--- src/rtl/io_house_pkg.sv ---
package io_house_pkg;

	// ------------------------------------------------------------------
	// bus widths
	// ------------------------------------------------------------------
	typedef logic [31:0] addr_t;        // byte address
	typedef logic [31:0] data_t;        // bus data word
	typedef logic [3:0]  sel_t;         // one bit per byte lane
	typedef logic [7:0]  led_t;         // board leds
	typedef logic [15:0] core_rst_t;    // one reset line per core
	typedef logic [2:0]  clk_en_t;      // core clock gates

	// master request, held until ack
	typedef struct packed {
		logic  cyc;
		logic  stb;
		logic  we;
		sel_t  sel;
		addr_t adr;
		data_t dat;
	} io_req_t;

	// device or block answer
	typedef struct packed {
		logic  ack;
		data_t dat;
	} io_resp_t;

	// decoded selects, cyc and stb already folded in
	typedef struct packed {
		logic io_page;    // anything in 0xFD
		logic leds;
		logic core_rst;
	} io_sel_t;

	// ------------------------------------------------------------------
	// address map
	// ------------------------------------------------------------------
	localparam logic [7:0]  IO_PAGE      = 8'hFD;
	localparam logic [17:0] LEDS_BLK     = 18'h3F7FF;  // 0xFDFFC000 >> 14
	localparam logic [17:0] CORE_RST_BLK = 18'h3F7FC;  // 0xFDFF0000 >> 14

	localparam clk_en_t CLK_EN_INIT = 3'b110;   // cores 1,2 clocked after reset

	// defaults, top level overrides
	localparam int TICK_PERIOD_DFLT    = 1000000;   // 100 Hz at 100 MHz
	localparam int TICK_ON_DFLT        = 150;
	localparam int TICK_OFF_DFLT       = 200;
	localparam int TIMEOUT_LOG2_DFLT   = 5;
	localparam int RST_PULSE_LOG2_DFLT = 6;

endpackage

--- src/rtl/board_ctrl_regs.sv ---
`timescale 1ns/1ps

module board_ctrl_regs #(
	parameter int RST_PULSE_LOG2 = io_house_pkg::RST_PULSE_LOG2_DFLT
) (
	input  logic                    clk100,
	input  logic                    rst,
	input  io_house_pkg::io_req_t   req_i,
	input  io_house_pkg::io_sel_t   sel_i,
	output io_house_pkg::io_resp_t  resp_o,
	output io_house_pkg::led_t      led_o,
	output io_house_pkg::core_rst_t core_rst_o,
	output io_house_pkg::clk_en_t   clk_en_o
);
	import io_house_pkg::*;

	led_t                  led_q;
	core_rst_t             rst_reg;     // value of the last reset write
	logic [RST_PULSE_LOG2:0] rst_cnt;   // top bit set = pulse done
	clk_en_t               clk_en_q;

	logic wr_leds;
	logic wr_rst_lo;    // byte lanes 0/1, reset lines
	logic wr_rst_hi;    // byte lanes 2/3, clock gates
	logic pulse_done;

	assign wr_leds    = sel_i.leds & req_i.we;
	assign wr_rst_lo  = sel_i.core_rst & req_i.we & (|req_i.sel[1:0]);
	assign wr_rst_hi  = sel_i.core_rst & req_i.we & (|req_i.sel[3:2]);
	assign pulse_done = rst_cnt[RST_PULSE_LOG2];

	// ------------------------------------------------------------------
	// led register
	// ------------------------------------------------------------------
	always_ff @(posedge clk100) begin
		if (rst)
			led_q <= '0;
		else if (wr_leds)
			led_q <= req_i.dat[7:0];   // low byte only
	end

	// ------------------------------------------------------------------
	// core reset register and pulse counter
	// ------------------------------------------------------------------
	always_ff @(posedge clk100) begin
		if (rst) begin
			rst_reg <= '0;
			rst_cnt <= {1'b1, {RST_PULSE_LOG2{1'b0}}};   // start out expired
		end else begin
			if (!pulse_done)
				rst_cnt <= rst_cnt + 1'b1;
			else
				rst_reg <= '0;               // pulse over, drop the lines
			// a fresh write wins over the clear
			if (wr_rst_lo) begin
				rst_reg <= req_i.dat[15:0];
				rst_cnt <= '0;               // restart pulse
			end
		end
	end

	// clock gates, upper lanes load all three bits
	always_ff @(posedge clk100) begin
		if (rst)
			clk_en_q <= CLK_EN_INIT;
		else if (wr_rst_hi)
			clk_en_q <= req_i.dat[18:16];
		else if (wr_rst_lo)
			clk_en_q[2] <= clk_en_q[2] | (|req_i.dat[5:4]);   // resetting core 2 wakes it
	end

	// ------------------------------------------------------------------
	// outputs
	// ------------------------------------------------------------------
	assign led_o      = led_q;
	assign core_rst_o = rst_reg & {$bits(core_rst_t){~pulse_done}};   // held for the pulse only
	assign clk_en_o   = clk_en_q;

	// acks are a level while selected, merge registers them
	always_comb begin
		resp_o     = '0;
		resp_o.ack = sel_i.leds | sel_i.core_rst;
		if (sel_i.leds)
			resp_o.dat = {24'h0, led_q};   // readback
		// reset block reads as zero
	end

endmodule

--- src/rtl/io_decode.sv ---
`timescale 1ns/1ps

module io_decode (
	input  io_house_pkg::io_req_t req_i,
	output io_house_pkg::io_sel_t sel_o
);
	import io_house_pkg::*;

	// ------------------------------------------------------------------
	// address compare
	// ------------------------------------------------------------------
	logic        cyc_stb;     // open strobe
	logic [7:0]  adr_page;    // top byte
	logic [17:0] adr_blk;     // 16 kB block number
	logic        hit_page;
	logic        hit_leds;
	logic        hit_rst;

	assign cyc_stb  = req_i.cyc & req_i.stb;
	assign adr_page = req_i.adr[31:24];
	assign adr_blk  = req_i.adr[31:14];

	assign hit_page = (adr_page == IO_PAGE);
	// blocks sit inside the page, so the page
	// hit is implied by a block hit
	assign hit_leds = (adr_blk == LEDS_BLK);
	assign hit_rst  = (adr_blk == CORE_RST_BLK);

	// ------------------------------------------------------------------
	// selects
	// ------------------------------------------------------------------
	// no io bitmap here, every page access is let through
	always_comb begin
		sel_o          = '0;
		sel_o.io_page  = cyc_stb & hit_page;   // feeds the timeout counter
		sel_o.leds     = cyc_stb & hit_leds;
		sel_o.core_rst = cyc_stb & hit_rst;
	end

endmodule

--- src/rtl/io_house_top.sv ---
`timescale 1ns/1ps

module io_house_top #(
	parameter int TICK_PERIOD    = io_house_pkg::TICK_PERIOD_DFLT,
	parameter int TICK_ON        = io_house_pkg::TICK_ON_DFLT,
	parameter int TICK_OFF       = io_house_pkg::TICK_OFF_DFLT,
	parameter int TIMEOUT_LOG2   = io_house_pkg::TIMEOUT_LOG2_DFLT,
	parameter int RST_PULSE_LOG2 = io_house_pkg::RST_PULSE_LOG2_DFLT
) (
	input  logic                    clk100,
	input  logic                    rst,
	input  io_house_pkg::io_req_t   req_i,
	output io_house_pkg::io_resp_t  resp_o,
	output io_house_pkg::led_t      led_o,
	output io_house_pkg::core_rst_t core_rst_o,
	output io_house_pkg::clk_en_t   clk_en_o,
	output logic                    tick_irq_o
);
	import io_house_pkg::*;

	io_sel_t  sel;          // decoded selects
	io_resp_t board_resp;   // led + reset block answer
	logic     timeout;      // unanswered io page cycle

	// ------------------------------------------------------------------
	// decode
	// ------------------------------------------------------------------
	io_decode io_decode_inst (
		.req_i (req_i),
		.sel_o (sel)
	);

	// ------------------------------------------------------------------
	// devices
	// ------------------------------------------------------------------
	board_ctrl_regs #(
		.RST_PULSE_LOG2 (RST_PULSE_LOG2)
	) board_ctrl_regs_inst (
		.clk100     (clk100),
		.rst        (rst),
		.req_i      (req_i),
		.sel_i      (sel),
		.resp_o     (board_resp),
		.led_o      (led_o),
		.core_rst_o (core_rst_o),
		.clk_en_o   (clk_en_o)
	);

	// periodic tick, not on the bus
	tick_timer #(
		.TICK_PERIOD (TICK_PERIOD),
		.TICK_ON     (TICK_ON),
		.TICK_OFF    (TICK_OFF)
	) tick_timer_inst (
		.clk100     (clk100),
		.rst        (rst),
		.tick_irq_o (tick_irq_o)
	);

	io_timeout_ack #(
		.TIMEOUT_LOG2 (TIMEOUT_LOG2)
	) io_timeout_ack_inst (
		.clk100    (clk100),
		.rst       (rst),
		.req_i     (req_i),
		.io_page_i (sel.io_page),
		.timeout_o (timeout)
	);

	// ------------------------------------------------------------------
	// response
	// ------------------------------------------------------------------
	// only one bus device left, its answer goes straight in
	io_resp_merge io_resp_merge_inst (
		.clk100     (clk100),
		.rst        (rst),
		.dev_resp_i (board_resp),
		.timeout_i  (timeout),
		.resp_o     (resp_o)
	);

endmodule

--- src/rtl/io_resp_merge.sv ---
`timescale 1ns/1ps

module io_resp_merge (
	input  logic                   clk100,
	input  logic                   rst,
	input  io_house_pkg::io_resp_t dev_resp_i,
	input  logic                   timeout_i,
	output io_house_pkg::io_resp_t resp_o
);
	import io_house_pkg::*;

	// ------------------------------------------------------------------
	// response register
	// ------------------------------------------------------------------
	// devices answer combinationally, one flop stage here breaks the
	// path back to the master

	localparam data_t ALL_ONES = '1;    // what an empty io slot reads as

	logic  ack_q;
	data_t dat_q;
	data_t dat_nxt;

	// timeout only fires when no device claimed the address
	assign dat_nxt = timeout_i ? ALL_ONES : dev_resp_i.dat;

	always_ff @(posedge clk100) begin
		if (rst)
			ack_q <= 1'b0;
		else
			ack_q <= dev_resp_i.ack | timeout_i;
	end

	// read data, qualified by ack at the master
	always_ff @(posedge clk100) begin
		dat_q <= dat_nxt;
	end

	always_comb begin
		resp_o     = '0;
		resp_o.ack = ack_q;
		resp_o.dat = dat_q;
	end

endmodule

--- src/rtl/io_timeout_ack.sv ---
`timescale 1ns/1ps

module io_timeout_ack #(
	parameter int TIMEOUT_LOG2 = io_house_pkg::TIMEOUT_LOG2_DFLT
) (
	input  logic                  clk100,
	input  logic                  rst,
	input  io_house_pkg::io_req_t req_i,
	input  logic                  io_page_i,
	output logic                  timeout_o
);

	// ------------------------------------------------------------------
	// scan timeout
	// ------------------------------------------------------------------
	// an empty slot in the io page would otherwise hang the master,
	// so after 2^TIMEOUT_LOG2 clocks the cycle is acked anyway

	logic [TIMEOUT_LOG2:0] cnt;     // top bit = expired
	logic                  open;    // master has a strobe up
	logic                  expired;

	assign open    = req_i.cyc & req_i.stb;
	assign expired = cnt[TIMEOUT_LOG2];

	always_ff @(posedge clk100) begin
		if (rst) begin
			cnt       <= '0;
			timeout_o <= 1'b0;
		end else if (!open) begin
			cnt       <= '0;        // cycle ended, rearm
			timeout_o <= 1'b0;
		end else if (io_page_i) begin
			if (!expired)
				cnt <= cnt + 1'b1;   // stops at top, no wrap
			else
				timeout_o <= 1'b1;   // held until stb drops
		end
	end

endmodule

--- src/rtl/tick_timer.sv ---
`timescale 1ns/1ps

module tick_timer #(
	parameter int TICK_PERIOD = io_house_pkg::TICK_PERIOD_DFLT,
	parameter int TICK_ON     = io_house_pkg::TICK_ON_DFLT,
	parameter int TICK_OFF    = io_house_pkg::TICK_OFF_DFLT
) (
	input  logic clk100,
	input  logic rst,
	output logic tick_irq_o
);

	// ------------------------------------------------------------------
	// compare points, counter runs 1..TICK_PERIOD
	// ------------------------------------------------------------------
	localparam logic [23:0] CNT_WRAP = 24'(TICK_PERIOD);
	localparam logic [23:0] CNT_ON   = 24'(TICK_ON);
	localparam logic [23:0] CNT_OFF  = 24'(TICK_OFF);

	logic [23:0] cnt;

	always_ff @(posedge clk100) begin
		if (rst)
			cnt <= 24'd1;
		else if (cnt == CNT_WRAP)
			cnt <= 24'd1;          // one period = TICK_PERIOD clocks
		else
			cnt <= cnt + 24'd1;
	end

	// irq window, high for TICK_OFF - TICK_ON clocks
	always_ff @(posedge clk100) begin
		if (rst)
			tick_irq_o <= 1'b0;
		else if (cnt == CNT_ON)
			tick_irq_o <= 1'b1;
		else if (cnt == CNT_OFF)
			tick_irq_o <= 1'b0;
	end

endmodule

--- config.mk ---
export PLATFORM = sky130hd
export DESIGN_NAME = io_house_top
export DESIGN_NICKNAME = d
export VERILOG_FILES = /design/src/rtl/io_house_pkg.sv /design/src/rtl/board_ctrl_regs.sv /design/src/rtl/io_decode.sv /design/src/rtl/io_house_top.sv /design/src/rtl/io_resp_merge.sv /design/src/rtl/io_timeout_ack.sv /design/src/rtl/tick_timer.sv
export SDC_FILE = /design/constraint.sdc
export NUM_CORES = 1
export LEC_CHECK = 0
export BUFFER_PORTS_ARGS = -buffer_cell sky130_fd_sc_hd__buf_4
export CORE_UTILIZATION = 46
export CTS_CLUSTER_DIAMETER = 80
export DETAILED_ROUTE_END_ITERATION = 12
export GPL_ROUTABILITY_DRIVEN = 0
export GPL_TIMING_DRIVEN = 0
export PLACE_DENSITY = 0.74
export SYNTH_ARGS = -nofsm -noshare
export SYNTH_HDL_FRONTEND = slang
export SYNTH_SLANG_ARGS = --single-unit
--- constraint.sdc ---
create_clock -name clk100 -period 4.1 [get_ports clk100]
set_input_delay 0.82 -clock clk100 [delete_from_list [all_inputs] [get_ports clk100]]
set_output_delay 0.82 -clock clk100 [all_outputs]
set_load 0.01 [all_outputs]
== After elaboration in Yosys (flattened, before gate mapping) ==
Index checks and enable logic that the tools add are counted.
Cells by class
  add/subtract/negate cells: 3
  equality and inequality tests: 6
  mux-type cells: 10
  bitwise gates (word level): 15
  reduce and logical (&&, ||, !) cells: 11
Operator list (count)
  $eq A24 B8 Y1 const B: 2
  $eq A18 B18 Y1 const B: 2
  $mux W16: 2
  $add A24 B1 Y24 const B: 1
  $eq A24 B20 Y1 const B: 1
  $and A16 B16 Y16: 1
  $mux W7: 2
  $reduce_or A2 Y1: 6
  $and A1 B1 Y1: 8
  $eq A8 B8 Y1 const B: 1
  $mux W8: 1
  $add A7 B1 Y7 const B: 1
  $add A6 B1 Y6 const B: 1
  $mux W6: 1
  $reduce_bool A2 Y1: 3
  $mux W1: 4
  $reduce_and A2 Y1: 2
  $not A1 Y1: 3
  $or A1 B1 Y1: 3
Storage, ports and cells
  flip-flop bits (word level): 99
  input port bits: 73
  output and inout bits: 61
  word-level logic and storage cells: 58

== Longest topological paths before layout ==
  depth in word-level cells: 6
  mapped depth: 6
  mapped depth without buffers: 5

== Modules after synthesis ==
From an unflattened synthesis, not the netlist that was laid out.
Second synthesis, totals
  cells, all modules: 466
  area, all modules: 4212.8 µm²
Modules (own cells, without submodules)
  board_ctrl_regs: instances 1, cells an instance 203, area an instance 1671.6 µm², seq. area each 680.7 µm²
  tick_timer: instances 1, cells an instance 146, area an instance 1253.7 µm², seq. area each 500.5 µm²
  io_resp_merge: instances 1, cells an instance 70, area an instance 912.1 µm², seq. area each 660.6 µm²
  io_timeout_ack: instances 1, cells an instance 35, area an instance 297.8 µm², seq. area each 140.1 µm²
  io_decode: instances 1, cells an instance 12, area an instance 77.6 µm², seq. area each 0.0 µm²

== Worst setup path after synthesis ==
OpenSTA, ideal clock, no wires.
  kind: input-to-reg
  from: input port req_i[57] in the netlist's numbering
  to: register board_ctrl_regs_inst.rst_reg[8]
  setup time: 0.132 ns
  data arrival time: 2.063 ns
  required time: 3.968 ns
  slack: 1.905 ns
  stages: 6
  buffers on the path: 2
  cells stage by stage: nand4b_2 > or3_1 > buf_2 > buf_2 > o31ai_1 > a21oi_1
On the way
  longest elaborated chain between the ends: 5
  elaborated cells between the ends (all ways): 6
  those cells by class: eq/ne: 1; mux: 1; bitwise: 3; reduce/logical: 1
RTL lines
  start: declaration: line io_house_top.sv:12  | input io_house_pkg::io_req_t req_i,
  $eq A18 B18 Y1 *: line io_decode.sv:27  | assign hit_rst = (adr_blk == CORE_RST_BLK);
  $and A1 B1 Y1 *: line io_decode.sv:37  | sel_o.core_rst = cyc_stb & hit_rst;
  $and A1 B1 Y1 * (2 in series): line board_ctrl_regs.sv:28  | assign wr_rst_lo = sel_i.core_rst & req_i.we & (|req_i.sel[1:0]);
  $mux W16 or $reduce_bool A2 Y1 (tied branches)
  end signal: assignment: line board_ctrl_regs.sv:56  | rst_reg <= req_i.dat[15:0];
  end: declaration: line board_ctrl_regs.sv:18  | core_rst_t rst_reg;
Mark *: on every way between the ends. The rest lies on a longest branch, timed or not.
A chain may end at the register's enable or synchronous reset.

== Final worst setup path ==
  from: register board_ctrl_regs_inst.rst_cnt[6]
  to: output port core_rst_o[13]
On the way
  longest elaborated chain between the ends: 2
RTL lines
  start: declaration: line board_ctrl_regs.sv:19  | logic [RST_PULSE_LOG2:0] rst_cnt;
  start signal: assignment: line board_ctrl_regs.sv:48  | rst_cnt <= {1'b1, {RST_PULSE_LOG2{1'b0}}};
  start signal: assignment: line board_ctrl_regs.sv:51  | rst_cnt <= rst_cnt + 1'b1;
  $not A1 Y1: line board_ctrl_regs.sv:76  | assign core_rst_o = rst_reg & {$bits(core_rst_t){~pulse_done}};
  $and A16 B16 Y16: line board_ctrl_regs.sv:76
  end: declaration: line io_house_top.sv:15  | output io_house_pkg::core_rst_t core_rst_o,
No other way between the ends.

==> summary.md <==
| Metric | Value |
|---|---|
| Run status | completed |
| Synth top area share | between 40% and 50% |
| Setup bufs post-CTS | 0 |
| Ys Warns | 0 |
| Resized cells post-CTS | 0 |
| P&R area growth vs syn | 31.40% |
| Clock-pin transition on the worst setup and hold timing paths | ~80 ps |
| DRT iter0 DRCs | 206 |
| Fill cells | a little under 700 |
| Main flop type after synthesis | dfxtp_1 |
| CP most frequent cell | clkbuf_1 |
| Routed wire length | around 10 mm |
| Buffers on Ports | between 100 and 150 |
| Inserted Clock Buffers | 9 |
| Worst-path fanout max | 10 |
| Period Utilization, post-route | 66.42% |
| Asr flop ratio synth | 0% |
| Average size of a mapped cell | just under 9 um^2 |
| WS Path Type | flop to output port |
| Post-DR vias/cell | ~5.5 |
| Syn Nets | 503 |
| Number of distinct library cells after synthesis | 46 |
| Post-place setup slack | ~1500 ps |
| Min-Delay Path Class | flop to flop |
| Worst-skew pair later-pin latency | 360 ps |
| First-pass GRT wire length | around 16 mm |
| Mean routed wirelength per cell | about 15 um |
| Via count | approximately 3,600 |
| Row cnt | 32 |
| DR WL met2 | around 4.6 mm |
| CP max stage delay | 460 ps |
| H-tree levels | 3 |
| Routed length on met3 | a little over 800 um |
| RSZ-0062 raised after global routing | false |
| Max-Cap Viols | 0 |
| Crit path from | board_ctrl_regs_inst.rst_cnt[6] |
| Yosys reg bits | 76 |
| Setup ws final | approximately 1400 ps |
| Max VDD drop | 192.6 uV |
| Largest net degree at the start of global routing | 25 |
| Hold path startpoint | io_timeout_ack_inst.timeout_o |
| Detailed placer's ending HPWL | between 7 and 8 mm |
| Critical Path RT | between 3000 and 4000 ps |
| Worst setup EP type | output port |
| Final Hold Fails | 0 |
| Largest register FFs | 24 |
| Layout Nets | 619 |
| Reg2reg start | tick_timer_inst.cnt[6] |
| First-pass DRT Iterations | 4 |
| Chip Height | a little over 90 um |
| Crit path max-delay cell type | clkbuf_1 |
| Worst slew pin tran | 709.6 ps |
| Vias in the first global route | between 3,000 and 4,000 |
| Gate Count Post-Synth | around 430 |
| R2r setup slk | between 2000 and 2500 ps |
| Initial Util | a little under half |
| Fmax | between 300 and 400 MHz |
| Antenna diodes | 0 |
| Tmin final | approximately 2700 ps |
| Synth area leaders | dfxtp_1 (41%), o31ai_1 (6.7%), nand4_1 (6.1%) |
| CTS tree | yes |
| Uppermost layer routed | met4 |
| Clock Sinks | 76 |
| Post-synth EDFFs | 0 |
| Slew headroom | between 50% and 60% |
| Lkg Pwr | about 0.0020 uW |
| Hold Path Stages | 0 |
| Die area | 8412 um^2 |
| Share of layout cells above drive strength 1 | 31.87% |
| TNS Setup | 0 ps |
| Most area-hungry cell type in the Yosys netlist | dfxtp_1 |
| Core Area | a little under 8000 um^2 |
| Fin. max-slew vios | 0 |
| Worst setup SP type | flop |
| Initial antenna violation count | 0 |
| Seq/Total Area, Yosys | about two fifths |
| Root Buffer | clkbuf_8 |
| Final Skew | roughly 7.4 ps |
| Pwr dens | between 300 and 400 nW/um^2 |
| Die Wd | approximately 92 um |
| Remaining DRCs | 0 |
| Data arrival, critical path | 1900 ps |
| Total global-route track usage | between 20% and 30% |
| Hold Buf Count CTS | 0 |
| Grt total ovfl | 0 |
| R2r worst-path depth | 5 |
| M1 WL | 4.364 mm |
| Cell area after synthesis | 3702 um^2 |
| Final setup violating endpoints | 0 |
| Max Root-Sink Buffers | 2 |
| Boundary Pins | about 130 |
| Critical Path, Cell by Cell | clkbuf_1 > clkbuf_1 > nor2b_1 > buf_4 |
| Antenna viol nets, final | 0 |
-- metal layers --
| layer | vias up | GRT usage, % |
|---|---|---|
| met5 | - | 0 |
| met4 | 0 | 7.943 |
| met3 | 18 | 5.556 |
| met2 | 134 | 39.35 |
| met1 | 1656 | 31.58 |
| li1 | 1777 | - |
-- cells in the final DEF (no fill, tap or decap), types with 8 or more instances in the layout --
cell | netlist | final
inv_1 | 8 | 8
buf_2 | 16 | 16
o31ai_1 | 33 | 33
a21oi_1 | 36 | 36
nor2_1 | 32 | 32
dfxtp_1 | 76 | 76
nand4_1 | 36 | 36
nand3_1 | 15 | 15
clkbuf_8 | 0 | 9
buf_4 | 24 | 129
nor3_1 | 14 | 14
nor2b_1 | 17 | 17
a21o_1 | 8 | 8
nand2_1 | 9 | 9
xnor2_1 | 10 | 10
xor2_1 | 10 | 10
clkbuf_1 | 12 | 12
-- area by class of cell --
class                           instances  area, um^2  share of cell area (%)
Clock inverter                          7       122.6                   2.521
Timing Repair Buffer                  105       788.3                   16.20
Inverter                                8       30.03                  0.6173
Multi-Input combinational cell        288        1834                   37.71
Clock buffer                            9       123.9                   2.546
Tap cell                              102       127.6                   2.623
Sequential cell                        76        1521                   31.28
Buffer                                 53       316.6                   6.507
-- worst max-delay path: cells and delay by family (launching register included) --
family,cells,cell delay [ps]
buffers and inverters,3,1030
flip-flops,1,360
AND/OR/NAND/NOR,1,150
-- where the power goes --
group          internal, uW  switching (uW)  total, uW
Clock                   409             304        713
Sequential              741            4.60        746
Combinational          39.1            44.6       83.7
-- through the flow --
stage          util (%)  area, um^2  instances  power [uW]  hold slack, ps
2_1_floorplan         -        3702        425       796.2           329.0
3_3_place_gp      59.46        4618        632       845.0           335.0
3_5_place_dp      59.46        4618        632       846.1           345.7
4_1_cts           62.63        4865        648        1547           359.9
5_1_grt           62.63        4865        648        1591           367.2
6_report          62.63        4865        648        1542           356.0
-- cell families after synthesis --
logic type | Yosys count | synth area share [%]
and+or+nand+nor | 167 | 26.53
adders and majority gates | 5 | 1.690
buffers and inverters | 61 | 9.361
AOI/OAI and AO/OA | 94 | 16.05
DFF | 76 | 41.09
xor gates and xnor gates | 20 | 4.731
muxes | 2 | 0.5407
-- synth_stat cells, drive strengths merged, types with 2 or more instances --
cell / n
nor2b: 17
nand4: 37
a31oi: 4
o21ai: 8
nor2: 32
and3: 6
mux2i: 2
buf: 41
clkbuf: 12
o31ai: 33
xnor2: 10
and4: 5
a21oi: 37
or3: 5
or2: 3
nor4b: 3
a21o: 8
or4: 7
nor3: 15
nor4: 6
inv: 8
and2: 3
dfxtp: 76
nand3: 15
nand2: 9
ha: 5
xor2: 10
-- final timing paths --
kind | end
max | core_rst_o[13]
min | io_resp_merge_inst.dat_q[30]
max reg2reg | tick_timer_inst.cnt[4]
min reg2reg | io_resp_merge_inst.dat_q[30]
Power figures use the tool's default switching activity.
